$ cat src/mvsPkg.sv
package mvsPkg;

	// 23-bit word address, byte address bits 23..1
	typedef union packed {
		logic [22:0] word;
		// Zone view used by the decoder
		struct packed {
			logic [3:0]  zone;
			logic [18:0] offset;
		} zoneView;
		// I/O view used by the register stage
		struct packed {
			logic [3:0]  zone;
			logic [12:0] middle;
			logic [2:0]  group;
			logic [2:0]  index;
		} ioView;
	} mvsAddrT;

	// Raw zone field values, byte address bits 23..20
	localparam logic [3:0] FIELD_CART    = 4'h0;
	localparam logic [3:0] FIELD_IO      = 4'h3;
	localparam logic [3:0] FIELD_MEMCARD = 4'h8;
	localparam logic [3:0] FIELD_BIOS    = 4'hC;

	// Sub-block inside the I/O field, byte address bits 19..16
	// 0x30..0x39 control, 0x3A system latches
	localparam logic [3:0] IO_CTRL_TOP = 4'h9;
	localparam logic [3:0] IO_SYS_SUB  = 4'hA;

	// Decoded zone codes carried with a request
	localparam logic [3:0] ZONE_NONE     = 4'd0;
	localparam logic [3:0] ZONE_CART_ROM = 4'd1;
	localparam logic [3:0] ZONE_IO_CTRL  = 4'd2;
	localparam logic [3:0] ZONE_IO_SYS   = 4'd3;
	localparam logic [3:0] ZONE_MEMCARD  = 4'd4;
	localparam logic [3:0] ZONE_BIOS_ROM = 4'd5;

	// Read word offsets in the control zone
	// Only offset bits 18..17 are decoded, the rest mirror
	localparam logic [18:0] REG_P1CNT    = 19'h00000;
	localparam logic [18:0] REG_P2CNT    = 19'h20000;
	localparam logic [18:0] REG_STATUS_B = 19'h40000;

	// Write groups in the 0x38xxxx region, byte address bits 6..4
	localparam logic [2:0] GRP_POUTPUT  = 3'd0;
	localparam logic [2:0] GRP_LEDLATCH = 3'd1;
	localparam logic [2:0] GRP_SLOT     = 3'd2;
	localparam logic [2:0] GRP_LEDDATA  = 3'd3;
	localparam logic [2:0] GRP_COIN     = 3'd6;

	// System latch indices, byte address bits 3..1
	localparam logic [2:0] SYS_VEC      = 3'd0;
	localparam logic [2:0] SYS_SHADOW   = 3'd1;
	localparam logic [2:0] SYS_PALBANK  = 3'd2;
	localparam logic [2:0] SYS_SRAMLOCK = 3'd3;
	localparam logic [2:0] SYS_SYSTEM   = 3'd4;

	// Vector table window, in words
	localparam logic [6:0] VEC_SWAP_LIMIT = 7'd64;

	// Request-to-ack latency in clocks
	localparam logic [2:0] WAIT_FAST    = 3'd2;
	localparam logic [2:0] WAIT_MEMCARD = 3'd4;

	// Coin counter pulse width
	localparam logic [3:0] COIN_PULSE_CYCLES = 4'd8;

	// Open bus reads
	localparam logic [15:0] UNMAPPED_DATA = 16'hFFFF;

endpackage

$ cat src/mvsCoinCtrl.sv
module mvsCoinCtrl (
	input  logic       clk24m,
	input  logic       rst,
	input  logic       coinWr,
	input  logic [1:0] coinSel,
	input  logic       coinVal,
	output logic [1:0] coinCnt,
	output logic [1:0] lockout
);

	// Remaining pulse length per counter
	logic [3:0] pulseLeft [2];

	// Counter pulses
	always_ff @(posedge clk24m) begin
		if (rst) begin
			pulseLeft[0] <= 4'd0;
			pulseLeft[1] <= 4'd0;
		end else begin
			for (int i = 0; i < 2; i++) begin
				// Selector 0/1 written with one, restarts if running
				if (coinWr && (coinSel == 2'(i)) && coinVal) begin
					pulseLeft[i] <= mvsPkg::COIN_PULSE_CYCLES;
				end else if (pulseLeft[i] != 4'd0) begin
					pulseLeft[i] <= pulseLeft[i] - 4'd1;
				end
			end
		end
	end

	// Lockout levels on selectors 2/3
	always_ff @(posedge clk24m) begin
		if (rst) begin
			lockout <= 2'b00;
		end else if (coinWr && coinSel[1]) begin
			lockout[coinSel[0]] <= coinVal;
		end
	end

	// Counter output high while the pulse runs
	always_comb begin
		for (int i = 0; i < 2; i++) begin
			coinCnt[i] = (pulseLeft[i] != 4'd0);
		end
	end

endmodule

$ cat src/mvsAddrDecode.sv
module mvsAddrDecode (
	input  logic            clk24m,
	input  logic            rst,
	input  logic            cyc,
	input  logic            stb,
	input  logic            we,
	input  mvsPkg::mvsAddrT adr,
	input  logic [15:0]     datW,
	input  logic [1:0]      sel,
	input  logic            vecSwap,
	input  logic            done,
	output logic            reqValid,
	output logic            reqWe,
	output mvsPkg::mvsAddrT reqAddr,
	output logic [15:0]     reqDat,
	output logic [3:0]      reqZone,
	output logic            cartCs,
	output logic            biosCs,
	output logic            cardCs
);

	logic            busy;
	logic            capture;
	mvsPkg::mvsAddrT swapped;
	logic [3:0]      zoneCode;

	// New request only when idle, any byte lane counts
	assign capture = !busy && cyc && stb && (|sel);

	// Vector swap, low words land in BIOS like NEO-E0 does
	always_comb begin
		swapped = adr;
		if (vecSwap && (adr.word < 23'(mvsPkg::VEC_SWAP_LIMIT))) begin
			// Top two bits forced high, 0x0000xx becomes 0xC000xx
			swapped.word[22:21] = 2'b11;
		end
	end

	// Zone decode on the swapped address
	always_comb begin
		zoneCode = mvsPkg::ZONE_NONE;
		case (swapped.zoneView.zone)
			mvsPkg::FIELD_CART:    zoneCode = mvsPkg::ZONE_CART_ROM;
			mvsPkg::FIELD_MEMCARD: zoneCode = mvsPkg::ZONE_MEMCARD;
			mvsPkg::FIELD_BIOS:    zoneCode = mvsPkg::ZONE_BIOS_ROM;
			mvsPkg::FIELD_IO: begin
				// Split 0x30..0x39 from 0x3A, rest of 0x3x is open
				if (swapped.zoneView.offset[18:15] <= mvsPkg::IO_CTRL_TOP) begin
					zoneCode = mvsPkg::ZONE_IO_CTRL;
				end else if (swapped.zoneView.offset[18:15] == mvsPkg::IO_SYS_SUB) begin
					zoneCode = mvsPkg::ZONE_IO_SYS;
				end
			end
			default: zoneCode = mvsPkg::ZONE_NONE;
		endcase
	end

	// Control state
	always_ff @(posedge clk24m) begin
		if (rst) begin
			busy     <= 1'b0;
			reqValid <= 1'b0;
		end else begin
			reqValid <= capture;
			if (capture) begin
				busy <= 1'b1;
			end else if (done) begin
				busy <= 1'b0;
			end
		end
	end

	// Request payload, held until the next capture
	always_ff @(posedge clk24m) begin
		if (capture) begin
			reqWe   <= we;
			reqAddr <= swapped;
			reqDat  <= datW;
			reqZone <= zoneCode;
		end
	end

	// Chip selects one cycle after the request, dropped on done
	always_ff @(posedge clk24m) begin
		if (rst || done) begin
			cartCs <= 1'b0;
			biosCs <= 1'b0;
			cardCs <= 1'b0;
		end else if (reqValid) begin
			cartCs <= (reqZone == mvsPkg::ZONE_CART_ROM);
			biosCs <= (reqZone == mvsPkg::ZONE_BIOS_ROM);
			cardCs <= (reqZone == mvsPkg::ZONE_MEMCARD);
		end
	end

endmodule

$ cat src/mvsIoRegs.sv
module mvsIoRegs (
	input  logic            clk24m,
	input  logic            rst,
	input  logic            reqValid,
	input  logic            reqWe,
	input  mvsPkg::mvsAddrT reqAddr,
	input  logic [15:0]     reqDat,
	input  logic [3:0]      reqZone,
	input  logic [7:0]      dipSw,
	input  logic [9:0]      p1In,
	input  logic [9:0]      p2In,
	output logic [15:0]     regDat,
	output logic [2:0]      p1Out,
	output logic [2:0]      p2Out,
	output logic [7:0]      ledOut1,
	output logic [7:0]      ledOut2,
	output logic [2:0]      slot,
	output logic            vecSwap,
	output logic            shadow,
	output logic            palBank,
	output logic            sramLock,
	output logic            system,
	output logic [1:0]      coinCnt,
	output logic [1:0]      lockout
);

	logic [1:0]  region;
	logic        ctrlWr;
	logic        sysWr;
	logic        sysVal;
	logic [7:0]  ledHold;
	logic [15:0] readWord;
	logic        coinWr;
	logic [1:0]  coinSel;
	logic        coinVal;

	// Byte address bits 19..18 pick the register block
	assign region = reqAddr.ioView.middle[12:11];

	// Writes only land in the 0x38/0x39 block
	assign ctrlWr = reqValid && reqWe && (reqZone == mvsPkg::ZONE_IO_CTRL)
		&& (region == mvsPkg::REG_STATUS_B[18:17]);
	assign sysWr = reqValid && reqWe && (reqZone == mvsPkg::ZONE_IO_SYS);

	// Latch value rides on byte address bit 4
	assign sysVal = reqAddr.ioView.group[0];

	// Coin block takes selector from byte address bits 2..1
	assign coinWr  = ctrlWr && (reqAddr.ioView.group == mvsPkg::GRP_COIN);
	assign coinSel = reqAddr.ioView.index[1:0];
	assign coinVal = reqDat[0];

	// Read word
	always_comb begin
		readWord = mvsPkg::UNMAPPED_DATA;
		if (reqZone == mvsPkg::ZONE_IO_CTRL) begin
			case (region)
				mvsPkg::REG_P1CNT[18:17]:    readWord = {dipSw, p1In[7:0]};
				mvsPkg::REG_P2CNT[18:17]:    readWord = {p2In[7:0], 8'hFF};
				// Upper player bits packed low, open bits high
				mvsPkg::REG_STATUS_B[18:17]: readWord = {12'hFFF, p2In[9:8], p1In[9:8]};
				default:                     readWord = mvsPkg::UNMAPPED_DATA;
			endcase
		end
	end

	// Output ports, LEDs, slot and system latches
	always_ff @(posedge clk24m) begin
		if (rst) begin
			p1Out    <= 3'd0;
			p2Out    <= 3'd0;
			ledOut1  <= 8'd0;
			ledOut2  <= 8'd0;
			slot     <= 3'd0;
			// Vectors come from BIOS after reset
			vecSwap  <= 1'b1;
			shadow   <= 1'b0;
			palBank  <= 1'b0;
			sramLock <= 1'b0;
			system   <= 1'b0;
		end else begin
			if (ctrlWr) begin
				case (reqAddr.ioView.group)
					mvsPkg::GRP_POUTPUT: begin
						p1Out <= reqDat[2:0];
						p2Out <= reqDat[5:3];
					end
					mvsPkg::GRP_LEDLATCH: begin
						// Bits 3 and 4 strobe each LED bank
						if (reqDat[3]) begin
							ledOut1 <= ledHold;
						end
						if (reqDat[4]) begin
							ledOut2 <= ledHold;
						end
					end
					mvsPkg::GRP_SLOT: slot <= reqDat[2:0];
					default: ;
				endcase
			end
			if (sysWr) begin
				case (reqAddr.ioView.index)
					mvsPkg::SYS_VEC:      vecSwap  <= sysVal;
					mvsPkg::SYS_SHADOW:   shadow   <= sysVal;
					mvsPkg::SYS_PALBANK:  palBank  <= sysVal;
					mvsPkg::SYS_SRAMLOCK: sramLock <= sysVal;
					mvsPkg::SYS_SYSTEM:   system   <= sysVal;
					// Indices 5..7 unused
					default: ;
				endcase
			end
		end
	end

	// LED holding register and read data
	always_ff @(posedge clk24m) begin
		if (ctrlWr && (reqAddr.ioView.group == mvsPkg::GRP_LEDDATA)) begin
			ledHold <= reqDat[7:0];
		end
		if (reqValid) begin
			regDat <= readWord;
		end
	end

	mvsCoinCtrl coinCtrl (
		.clk24m  (clk24m),
		.rst     (rst),
		.coinWr  (coinWr),
		.coinSel (coinSel),
		.coinVal (coinVal),
		.coinCnt (coinCnt),
		.lockout (lockout)
	);

endmodule

$ cat src/mvsBusAck.sv
module mvsBusAck (
	input  logic        clk24m,
	input  logic        rst,
	input  logic        reqValid,
	input  logic        reqWe,
	input  logic [3:0]  reqZone,
	input  logic [15:0] regDat,
	input  logic [15:0] extDat,
	output logic        ack,
	output logic        done,
	output logic [15:0] datR
);

	logic        active;
	logic        ackQ;
	logic        fire;
	logic [2:0]  waitCnt;
	logic [2:0]  waitLoad;
	logic        weQ;
	logic [3:0]  zoneQ;
	logic [15:0] readSel;

	// Memory card is the only slow zone
	assign waitLoad = (reqZone == mvsPkg::ZONE_MEMCARD) ? mvsPkg::WAIT_MEMCARD
		: mvsPkg::WAIT_FAST;

	// Last wait cycle
	assign fire = active && (waitCnt == 3'd1);

	// Read data source by zone
	always_comb begin
		case (zoneQ)
			mvsPkg::ZONE_IO_CTRL,
			mvsPkg::ZONE_IO_SYS:   readSel = regDat;
			mvsPkg::ZONE_CART_ROM,
			mvsPkg::ZONE_BIOS_ROM,
			mvsPkg::ZONE_MEMCARD:  readSel = extDat;
			default:               readSel = mvsPkg::UNMAPPED_DATA;
		endcase
	end

	always_ff @(posedge clk24m) begin
		if (rst) begin
			active <= 1'b0;
			ackQ   <= 1'b0;
		end else begin
			ackQ <= fire;
			if (reqValid) begin
				active <= 1'b1;
			end else if (fire) begin
				active <= 1'b0;
			end
		end
	end

	// Wait counter, request copy and returned data
	always_ff @(posedge clk24m) begin
		if (reqValid) begin
			// reqValid cycle counts as the first wait
			waitCnt <= waitLoad - 3'd1;
			weQ     <= reqWe;
			zoneQ   <= reqZone;
		end else if (active) begin
			waitCnt <= waitCnt - 3'd1;
		end
		if (fire) begin
			datR <= weQ ? 16'd0 : readSel;
		end
	end

	// Bus ack and decoder release share one pulse
	assign ack  = ackQ;
	assign done = ackQ;

endmodule

$ cat src/mvsSysIo.sv
module mvsSysIo (
	input  logic            clk24m,
	input  logic            rst,
	input  logic            cyc,
	input  logic            stb,
	input  logic            we,
	input  mvsPkg::mvsAddrT adr,
	input  logic [15:0]     datW,
	input  logic [1:0]      sel,
	output logic [15:0]     datR,
	output logic            ack,
	input  logic [15:0]     extDat,
	output logic            cartCs,
	output logic            biosCs,
	output logic            cardCs,
	input  logic [7:0]      dipSw,
	input  logic [9:0]      p1In,
	input  logic [9:0]      p2In,
	output logic [2:0]      p1Out,
	output logic [2:0]      p2Out,
	output logic [7:0]      ledOut1,
	output logic [7:0]      ledOut2,
	output logic [2:0]      slot,
	output logic            vecSwap,
	output logic            shadow,
	output logic            palBank,
	output logic            sramLock,
	output logic            system,
	output logic [1:0]      coinCnt,
	output logic [1:0]      lockout
);

	// Stage one to stages two and three
	logic            reqValid;
	logic            reqWe;
	mvsPkg::mvsAddrT reqAddr;
	logic [15:0]     reqDat;
	logic [3:0]      reqZone;
	// Stage two to three, and release back to one
	logic [15:0]     regDat;
	logic            done;

	mvsAddrDecode addrDecode (
		.clk24m (clk24m), .rst (rst),
		.cyc (cyc), .stb (stb), .we (we), .adr (adr), .datW (datW), .sel (sel),
		.vecSwap (vecSwap), .done (done),
		.reqValid (reqValid), .reqWe (reqWe), .reqAddr (reqAddr),
		.reqDat (reqDat), .reqZone (reqZone),
		.cartCs (cartCs), .biosCs (biosCs), .cardCs (cardCs)
	);

	mvsIoRegs ioRegs (
		.clk24m (clk24m), .rst (rst),
		.reqValid (reqValid), .reqWe (reqWe), .reqAddr (reqAddr),
		.reqDat (reqDat), .reqZone (reqZone),
		.dipSw (dipSw), .p1In (p1In), .p2In (p2In), .regDat (regDat),
		.p1Out (p1Out), .p2Out (p2Out), .ledOut1 (ledOut1), .ledOut2 (ledOut2),
		.slot (slot), .vecSwap (vecSwap), .shadow (shadow), .palBank (palBank),
		.sramLock (sramLock), .system (system),
		.coinCnt (coinCnt), .lockout (lockout)
	);

	mvsBusAck busAck (
		.clk24m (clk24m), .rst (rst),
		.reqValid (reqValid), .reqWe (reqWe), .reqZone (reqZone),
		.regDat (regDat), .extDat (extDat),
		.ack (ack), .done (done), .datR (datR)
	);

endmodule

$ cat config.mk
export PLATFORM = sky130hd
export DESIGN_NAME = mvsSysIo
export DESIGN_NICKNAME = d
export VERILOG_FILES = /design/src/mvsPkg.sv /design/src/mvsCoinCtrl.sv /design/src/mvsAddrDecode.sv /design/src/mvsIoRegs.sv /design/src/mvsBusAck.sv /design/src/mvsSysIo.sv
export SDC_FILE = /design/constraint.sdc
export NUM_CORES = 1
export LEC_CHECK = 0
export BUFFER_PORTS_ARGS = -buffer_cell sky130_fd_sc_hd__buf_2
export CAP_MARGIN = 0
export CELL_PAD_IN_SITES_DETAIL_PLACEMENT = 1
export CELL_PAD_IN_SITES_GLOBAL_PLACEMENT = 1
export CORE_UTILIZATION = 44
export CTS_BUF_LIST = sky130_fd_sc_hd__clkbuf_4 sky130_fd_sc_hd__clkbuf_8
export CTS_CLUSTER_DIAMETER = 30
export CTS_CLUSTER_SIZE = 12
export DETAILED_ROUTE_END_ITERATION = 10
export GPL_ROUTABILITY_DRIVEN = 0
export PLACE_DENSITY = 0.93
export SYNTH_ARGS = -nofsm -noshare
export SYNTH_HDL_FRONTEND = slang
export SYNTH_HIERARCHICAL = 1
export SYNTH_SLANG_ARGS = --single-unit
$ cat constraint.sdc
create_clock -name clk24m -period 3 [get_ports clk24m]
set_clock_uncertainty 0.15 [all_clocks]
set_input_delay 0.6 -clock clk24m [delete_from_list [all_inputs] [get_ports clk24m]]
set_output_delay 0.6 -clock clk24m [all_outputs]
set_load 0.05 [all_outputs]
### Word-level counts from Yosys, hierarchy flattened

Memory sizes are Yosys's and may differ from the RTL's.
Cells that the tools add are included.

* bits in registers: 119
* RAM bits: 8
* bits of input ports: 90
* output and inout port bits: 54
* memories kept: 1

* add/subtract/negate cells: 4
* magnitude comparators: 4
* eq/ne operators: 26
* mux-type cells: 36
* bitwise operators: 4
* reductions and logical operators: 41

Memory list
* ioRegs.coinCtrl.pulseLeft: depth 2, width 4, rd ports 2, clocked after memory_dff 0, write ports 2, RTL line mvsCoinCtrl.sv:12 `logic [3:0] pulseLeft [2];`

Operators with widths (count)
* $pmux 16 s3: 1
* $pmux 16 s2: 1
* $lt 23x7->1 const B: 1
* $mux 1: 21
* $eq 4x2->1 const B: 5
* $mux 4: 5
* $logic_and 1x1->1: 17
* $eq 4x3->1 const B: 4
* $pmux 4 s4: 1
* $reduce_and 2->1: 7
* $eq 3x2->1 const B: 4
* $eq 4x4->1 const B: 3
* $eq 3x1->1 const B: 3
* $mux 3: 3
* $eq 4x1->1 const B: 2
* $reduce_bool 4->1: 2
* $sub 4x1->4 const B: 2
* $eq 3x3->1 const B: 2
* $logic_not 3->1: 2
* $reduce_and 3->1: 2
* $reduce_bool 2->1: 3
* $sub 3x1->3 const B: 2
* $eq 2x1->1 const B: 2
* $le 4x4->1 const B: 1
* 13 further kinds: 19

### Longest topological paths before layout

Gate-level depths: netlist (run 1).

* word-level depth: 11
* mapped depth: 7

### By module

Netlist (run 1), hierarchy kept.

Modules (own cells, without submodules)
* mvsIoRegs: times used 1, cells an instance 217, area each 2418.6 µm²
* mvsAddrDecode: times used 1, cells an instance 85, area each 1676.6 µm²
* mvsBusAck: times used 1, cells an instance 69, area each 1132.3 µm²
* mvsCoinCtrl: times used 1, cells an instance 52, area each 550.5 µm²

### Least setup slack after synthesis (run 1)

Ideal clock, no wire load.

* kind: register to register
* start point: register addrDecode.reqValid
* end point: memory ioRegs.coinCtrl.pulseLeft[0][0] (enable)
* arrival time: 2.347 ns
* data required time: 2.543 ns
* slack: 0.195 ns
* stages on the path, launching flop included: 7
* path buffers: 1
* period minus slack after synthesis: 2.805 ns
* cell sequence: dfxtp_1 > nand4bb_2 > clkbuf_1 > nor4_1 > and3b_1 > a21oi_1 > nand2_1

RTL lines
* start, declared: RTL line mvsAddrDecode.sv:12 `output logic reqValid,`
* start signal, assigned: RTL line mvsAddrDecode.sv:64 `reqValid <= capture;`
* end, declared: RTL line mvsCoinCtrl.sv:12

==> results of run 1 <==
[metrics by stage]
stage / power, mW / hold slack [ns] / util / instances
2_1_floorplan: 2.18 / 0.250 / - / 396
6_report: 3.59 / 0.191 / 0.564 / 688
3_3_place_gp: 2.29 / 0.257 / 0.532 / 657
5_1_grt: 3.75 / 0.162 / 0.564 / 688
4_1_cts: 3.63 / 0.165 / 0.564 / 688
3_5_place_dp: 2.34 / 0.256 / 0.532 / 657
[layout make-up]
| cell class | count | area (um^2) |
|---|---|---|
| sequential | 115 | 3060 |
| fill | 1202 | 4810 |
| tap | 140 | 175 |
| clock inverter | 8 | 62.6 |
| inverter | 13 | 48.8 |
| multi-input combinational | 242 | 1820 |
| timing repair buffer | 147 | 766 |
| clock buffer | 23 | 285 |
[registers in the layout (all words and copies together), names as in the netlist, 2 cells and up]
signal                     count
addrDecode/reqZone             3
ioRegs/ledOut2                 8
addrDecode/reqAddr             8
addrDecode/reqDat              8
ioRegs/slot                    3
busAck/zoneQ                   4
ioRegs/ledOut1                 8
busAck/waitCnt                 3
ioRegs/regDat                 16
ioRegs/p2Out                   3
ioRegs/coinCtrl/pulseLeft      8
ioRegs/coinCtrl/lockout        2
busAck/datR                   16
ioRegs/p1Out                   3
ioRegs/ledHold                 8
[worst min path at each step]
| stage | endpoint |
|---|---|
| finish | addrDecode/reqDat[3] |
| global route | addrDecode/reqDat[5] |
| CTS | addrDecode/reqAddr[3] |
| detailed placement | ioRegs/ledHold[7] |
| global placement | ioRegs/ledHold[7] |
| floorplan | ioRegs/ledHold[6] |
[cell usage in the layout, fill, tap and decap left out, drive strengths merged, types with 2 or more instances in the layout]
cell type / count
a21oi: 23
or2: 2
xnor2: 4
buf: 147
edfxtp: 76
nand4: 18
nor4b: 3
ha: 9
nor4: 10
nand3b: 5
o21ai: 4
or3: 3
clkbuf: 23
clkinv: 7
or3b: 2
nor2: 18
a221o: 24
inv: 13
nand2b: 26
nor4bb: 2
nor3b: 3
nand2: 18
dfxtp: 39
nand4b: 2
and3b: 4
nor3: 8
mux2i: 18
a22oi: 4
nand4bb: 2
nand3: 3
o31ai: 16
[critical path, cell delays in order (launching register included)]
cell and delay, ns:
sky130_fd_sc_hd__edfxtp_1 0.44, sky130_fd_sc_hd__inv_1 0.11, sky130_fd_sc_hd__ha_1 0.16, sky130_fd_sc_hd__nor3b_1 0.41, sky130_fd_sc_hd__inv_1 0.14, sky130_fd_sc_hd__buf_2 0.24
[report_power, final]
part | internal [mW] | switching [mW] | leakage, nW
registers | 1.78 | 0.0589 | 1.01
logic | 0.183 | 0.281 | 1.25
clock network | 0.703 | 0.580 | 0.189
total | 2.67 | 0.920 | 2.45
[metal layers]
| layer | GRT usage | up-vias |
|---|---|---|
| met5 | 0 | - |
| met4 | 0.0914 | 0 |
| met3 | 0.0598 | 18 |
| met2 | 0.420 | 123 |
| met1 | 0.240 | 1838 |
| li1 | - | 1803 |
==> flow_metrics.env, run 1 <==
export IMPL_outcome="complete, no violations"
export IMPL_gr_total_overflow=0
export IMPL_grt_start_max_net_pins=41
export IMPL_postRouteAntennaNets=0
export IMPL_worst_r2r_path_depth=8
export IMPL_clk_path_buf_depth=2
export IMPL_htreeDepth=4
export IMPL_slew_violations=0
export IMPL_post_syn_area_per_cell_um2=12.8
export IMPL_met3_length_um=683
export IMPL_post_place_ws_ns=0.607
export IMPL_clock_fmax_ghz=0.372
export IMPL_tritoncts_clock_tree="done"
export IMPL_initial_core_util=0.459
export IMPL_port_buffers=135
export IMPL_netlist_instances=396
export IMPL_layout_area_overhead_vs_synth_pct=22.9
export IMPL_critical_path_endpoint_type="output port"
export IMPL_yosys_warnings=6
export IMPL_class_of_the_most_critical_setup_path="register to output port"
export IMPL_cts_clk_slew_worst_paths_ns=0.07
export IMPL_die_w_um=109
export IMPL_worst_path_max_fanout=4
export IMPL_global_route_usage_over_all_layers=0.226
export IMPL_worst_hold_startpoint="datW[3]"
export IMPL_m1WireLength_mm=4.87
export IMPL_cts_hold_buffers=0
export IMPL_post_route_cells_drive_above_1_share=0.374
export IMPL_detailedRoute_firstPassIterationCount=4
export IMPL_finalHoldViolCount=0
export IMPL_placementRows=38
export IMPL_wire_length_of_the_first_global_routing_pass_mm=19.6
export IMPL_timing_max_cap_violations=0
export IMPL_design_portCount=144
export IMPL_reg_to_reg_startpoint="addrDecode/reqAddr[17]"
export IMPL_clock_latency_at_the_later_pin_of_the_worst_skew_pair_ns=0.43
export IMPL_placed_cell_area_um2=5870
export IMPL_routedWlPerCell_um=18.3
export IMPL_cts_root_buffer="sky130_fd_sc_hd__clkbuf_8"
export IMPL_fp_dieH_um=109
export IMPL_final_period_utilization=0.896
export IMPL_top_signal_layer_used="met4"
export IMPL_post_cts_repair_setup_buffers=0
export IMPL_core_area_um2=11000
export IMPL_clkSinkCount=115
export IMPL_drcViolationCount=0
export IMPL_worstPathRequired_ns=2.25
export IMPL_hold_path_class="input port to register"
export IMPL_setup_worst_path_end="coinCnt[0]"
export IMPL_cts_resized=0
export IMPL_dieArea_um2=11900
export IMPL_routed_via_count=3782
export IMPL_wl_mm=12.6
export IMPL_synth_area_um2=5060
export IMPL_numCtsBuffers=17
export IMPL_crit_reg2reg_capture="ioRegs/coinCtrl/pulseLeft[0][0]"
export IMPL_max_slew_worst_pin_slew_ns=0.761
export IMPL_p_leak_nw=2.45
export IMPL_worst_hold_path_num_cells=1
export IMPL_initialDrtViolationCount=193
export IMPL_worst_ep_arrival_time_ns=1.94
export IMPL_met2_length_mm=6.85
export IMPL_setup_repair_after_global_routing_missed_its_margin="no"
export IMPL_p_per_area_nw_per_um2=577
export IMPL_timing_critical_path_from_type="register"
export IMPL_final_min_clock_period_ns=2.69
export IMPL_antenna_found_initial=0
export IMPL_worst_ir_drop_vdd_mv=0.299
export IMPL_slew_headroom=0.488
export IMPL_insertedDiodeCount=0
export IMPL_drt_vias_per_instance=5.50
export IMPL_final_design_area_no_fill_um2=6220
export IMPL_setup_tns_final_ns=0
export IMPL_setup_worst_path_start="ioRegs/coinCtrl/pulseLeft[0][0]"
export IMPL_vias_in_the_first_global_route=3897
export IMPL_layout_nets=635
export IMPL_setup_viol=0
export IMPL_detailed_place_hpwl_mm=9.24
export IMPL_worst_slack_ns=0.311
export IMPL_mappedNetlistNets=495
export IMPL_reg2reg_slack_ns=0.56
No activity file was read; power rests on OpenSTA's default activity.
==> inputs of run 2 (changes only) <==
Settings changed: MAX_ROUTING_LAYER set to met4.
==> run 2 against run 1 <==
  * Sequential share of layout area unchanged
  * Critical endpoint unchanged
  * Largest cell class unchanged
  * Highest routed layer unchanged
  * Clock power about the same
  * First-iteration DRC count up 3.6%
  * Via count about the same
  * Register-to-register slack about the same
==> flow_metrics.env, run 2 (synthesis results as in run 1) <==
export IMPL_outcome="complete, no violations"
export IMPL_final_min_clock_period_ns=2.69
export IMPL_numCtsBuffers=17
export IMPL_hold_path_class="input port to register"
export IMPL_initialDrtViolationCount=200
export IMPL_clock_latency_at_the_later_pin_of_the_worst_skew_pair_ns=0.43
export IMPL_worstPathRequired_ns=2.25
export IMPL_finalHoldViolCount=0
export IMPL_fp_dieH_um=109
export IMPL_grt_start_max_net_pins=41
export IMPL_setup_tns_final_ns=0
export IMPL_layout_nets=635
export IMPL_vias_in_the_first_global_route=3903
export IMPL_detailed_place_hpwl_mm=9.24
export IMPL_power_switching_fraction=0.256
export IMPL_reg_to_reg_startpoint="addrDecode/reqAddr[17]"
export IMPL_slew_headroom=0.478
export IMPL_worst_path_max_fanout=4
export IMPL_global_route_usage_over_all_layers=0.232
export IMPL_htreeDepth=4
export IMPL_drcViolationCount=0
export IMPL_routed_via_count=3783
export IMPL_worst_hold_path_num_cells=1
export IMPL_wl_mm=12.6
export IMPL_largestRegisters="busAck/datR x16, ioRegs/regDat x16"
export IMPL_drt_vias_per_instance=5.50
export IMPL_fillCellCount=1202
export IMPL_dieArea_um2=11900
export IMPL_detailedRoute_firstPassIterationCount=4
export IMPL_worst_ir_drop_vdd_mv=0.299
export IMPL_initial_core_util=0.459
export IMPL_setup_repair_after_global_routing_missed_its_margin="no"
export IMPL_critical_path_endpoint_type="output port"
export IMPL_power_internal_mw=2.67
export IMPL_most_frequent_standard_cell_in_the_layout_excluding_fill_and_tap_cells="sky130_fd_sc_hd__buf_2"
export IMPL_crit_path_frequent_cell="sky130_fd_sc_hd__inv_1"
export IMPL_max_slew_worst_pin_slew_ns=0.775
export IMPL_worst_r2r_path_depth=8
export IMPL_min_to="addrDecode/reqDat[3]"
export IMPL_power_frac_clock=0.357
export IMPL_clock_fmax_ghz=0.372
export IMPL_clkSinkCount=115
export IMPL_die_w_um=109
export IMPL_placementRows=38
export IMPL_p_per_area_nw_per_um2=577
export IMPL_cts_hold_buffers=0
export IMPL_final_period_utilization=0.897
export IMPL_wire_length_of_the_first_global_routing_pass_mm=19.6
export IMPL_placed_cell_area_um2=5870
export IMPL_max_stage_delay_ns=0.44
export IMPL_tritoncts_clock_tree="done"
export IMPL_port_buffers=135
export IMPL_layout_area_overhead_vs_synth_pct=22.9
export IMPL_reg2reg_slack_ns=0.56
export IMPL_worst_hold_startpoint="datW[3]"
export IMPL_setup_viol=0
export IMPL_postRouteAntennaNets=0
export IMPL_sequentialPowerShare=0.513
export IMPL_insertedDiodeCount=0
export IMPL_p_leak_nw=2.45
export IMPL_final_design_area_no_fill_um2=6220
export IMPL_timing_critical_path_from_type="register"
export IMPL_timing_max_cap_violations=0
export IMPL_class_of_the_most_critical_setup_path="register to output port"
export IMPL_cts_resized=0
export IMPL_core_area_um2=11000
export IMPL_pwr_share_comb=0.130
export IMPL_cts_root_buffer="sky130_fd_sc_hd__clkbuf_8"
export IMPL_crit_path_cell_trace="inv_1 -> ha_1 -> nor3b_1 -> inv_1 -> buf_2"
export IMPL_worst_ep_arrival_time_ns=1.94
export IMPL_gr_total_overflow=0
export IMPL_routedWlPerCell_um=18.3
export IMPL_design_portCount=144
export IMPL_clk_path_buf_depth=2
export IMPL_post_route_cells_drive_above_1_share=0.374
export IMPL_post_cts_repair_setup_buffers=0
export IMPL_crit_slowest_cell="sky130_fd_sc_hd__edfxtp_1"
export IMPL_layout_common_cells="sky130_fd_sc_hd__buf_2 (135), sky130_fd_sc_hd__edfxtp_1 (76), sky130_fd_sc_hd__dfxtp_1 (39)"
export IMPL_cts_clk_slew_worst_paths_ns=0.07
export IMPL_antenna_found_initial=0
export IMPL_net_switching_power_mw=0.921
export IMPL_crit_reg2reg_capture="ioRegs/coinCtrl/pulseLeft[0][0]"
export IMPL_slew_violations=0
[run 2: area by class of cell]
cell class / count / area, um^2 / area share
clock inverter: 8 / 62.6 / 0.0101
clock buffer: 23 / 285 / 0.0459
timing repair buffer: 147 / 766 / 0.123
multi-input combinational: 242 / 1820 / 0.293
inverter: 13 / 48.8 / 0.00784
sequential: 115 / 3060 / 0.492
tap: 140 / 175 / 0.0282
[run 2: metrics by stage]
| step | hold WS, ns | power (mW) | std cells | utilization | setup slack, ns |
|---|---|---|---|---|---|
| 2_1_floorplan | 0.250 | 2.18 | 396 | - | 0.195 |
| 3_3_place_gp | 0.257 | 2.29 | 657 | 0.532 | 0.676 |
| 3_5_place_dp | 0.256 | 2.34 | 657 | 0.532 | 0.607 |
| 4_1_cts | 0.165 | 3.63 | 688 | 0.564 | 0.285 |
| 5_1_grt | 0.164 | 3.74 | 688 | 0.564 | 0.204 |
| 6_report | 0.191 | 3.59 | 688 | 0.564 | 0.309 |
[run 2: worst max path at each step]
| stage | startpoint | end | slack, ns | depth (start not counted) |
|---|---|---|---|---|
| floorplan | addrDecode/reqValid | ioRegs/coinCtrl/pulseLeft[0][0] | 0.20 | 6 |
| global placement | addrDecode/reqAddr[17] | ioRegs/coinCtrl/pulseLeft[0][2] | 0.68 | 8 |
| detailed placement | addrDecode/reqAddr[17] | ioRegs/coinCtrl/pulseLeft[0][2] | 0.61 | 8 |
| CTS | ioRegs/coinCtrl/pulseLeft[0][0] | coinCnt[0] | 0.29 | 5 |
| global route | ioRegs/coinCtrl/pulseLeft[0][0] | coinCnt[0] | 0.20 | 5 |
| finish | ioRegs/coinCtrl/pulseLeft[0][0] | coinCnt[0] | 0.31 | 5 |
[run 2: worst max-delay path: cells and delay by family (launching register included)]
kind                       cells  cell delay, ns
adders and majority gates      1            0.16
buffers and inverters          3            0.49
DFF                            1            0.44
and+or+nand+nor                1            0.41
[run 2: power by group through the flow]
stage,clock [mW],combinational [mW],sequential (mW)
6_report,1.28,0.465,1.84
5_1_grt,1.39,0.508,1.85
4_1_cts,1.31,0.471,1.84
3_5_place_dp,0,0.465,1.88
3_3_place_gp,0,0.428,1.87
2_1_floorplan,0,0.310,1.87
[run 2: per-layer routing]
metal  routed length, um  track usage  vias to the layer above
li1                    -            -                     1804
met1                4920        0.240                     1829
met2                6790        0.420                      128
met3                 657       0.0568                       22
met4                 218       0.0914                        0
met5                   0            -                        -
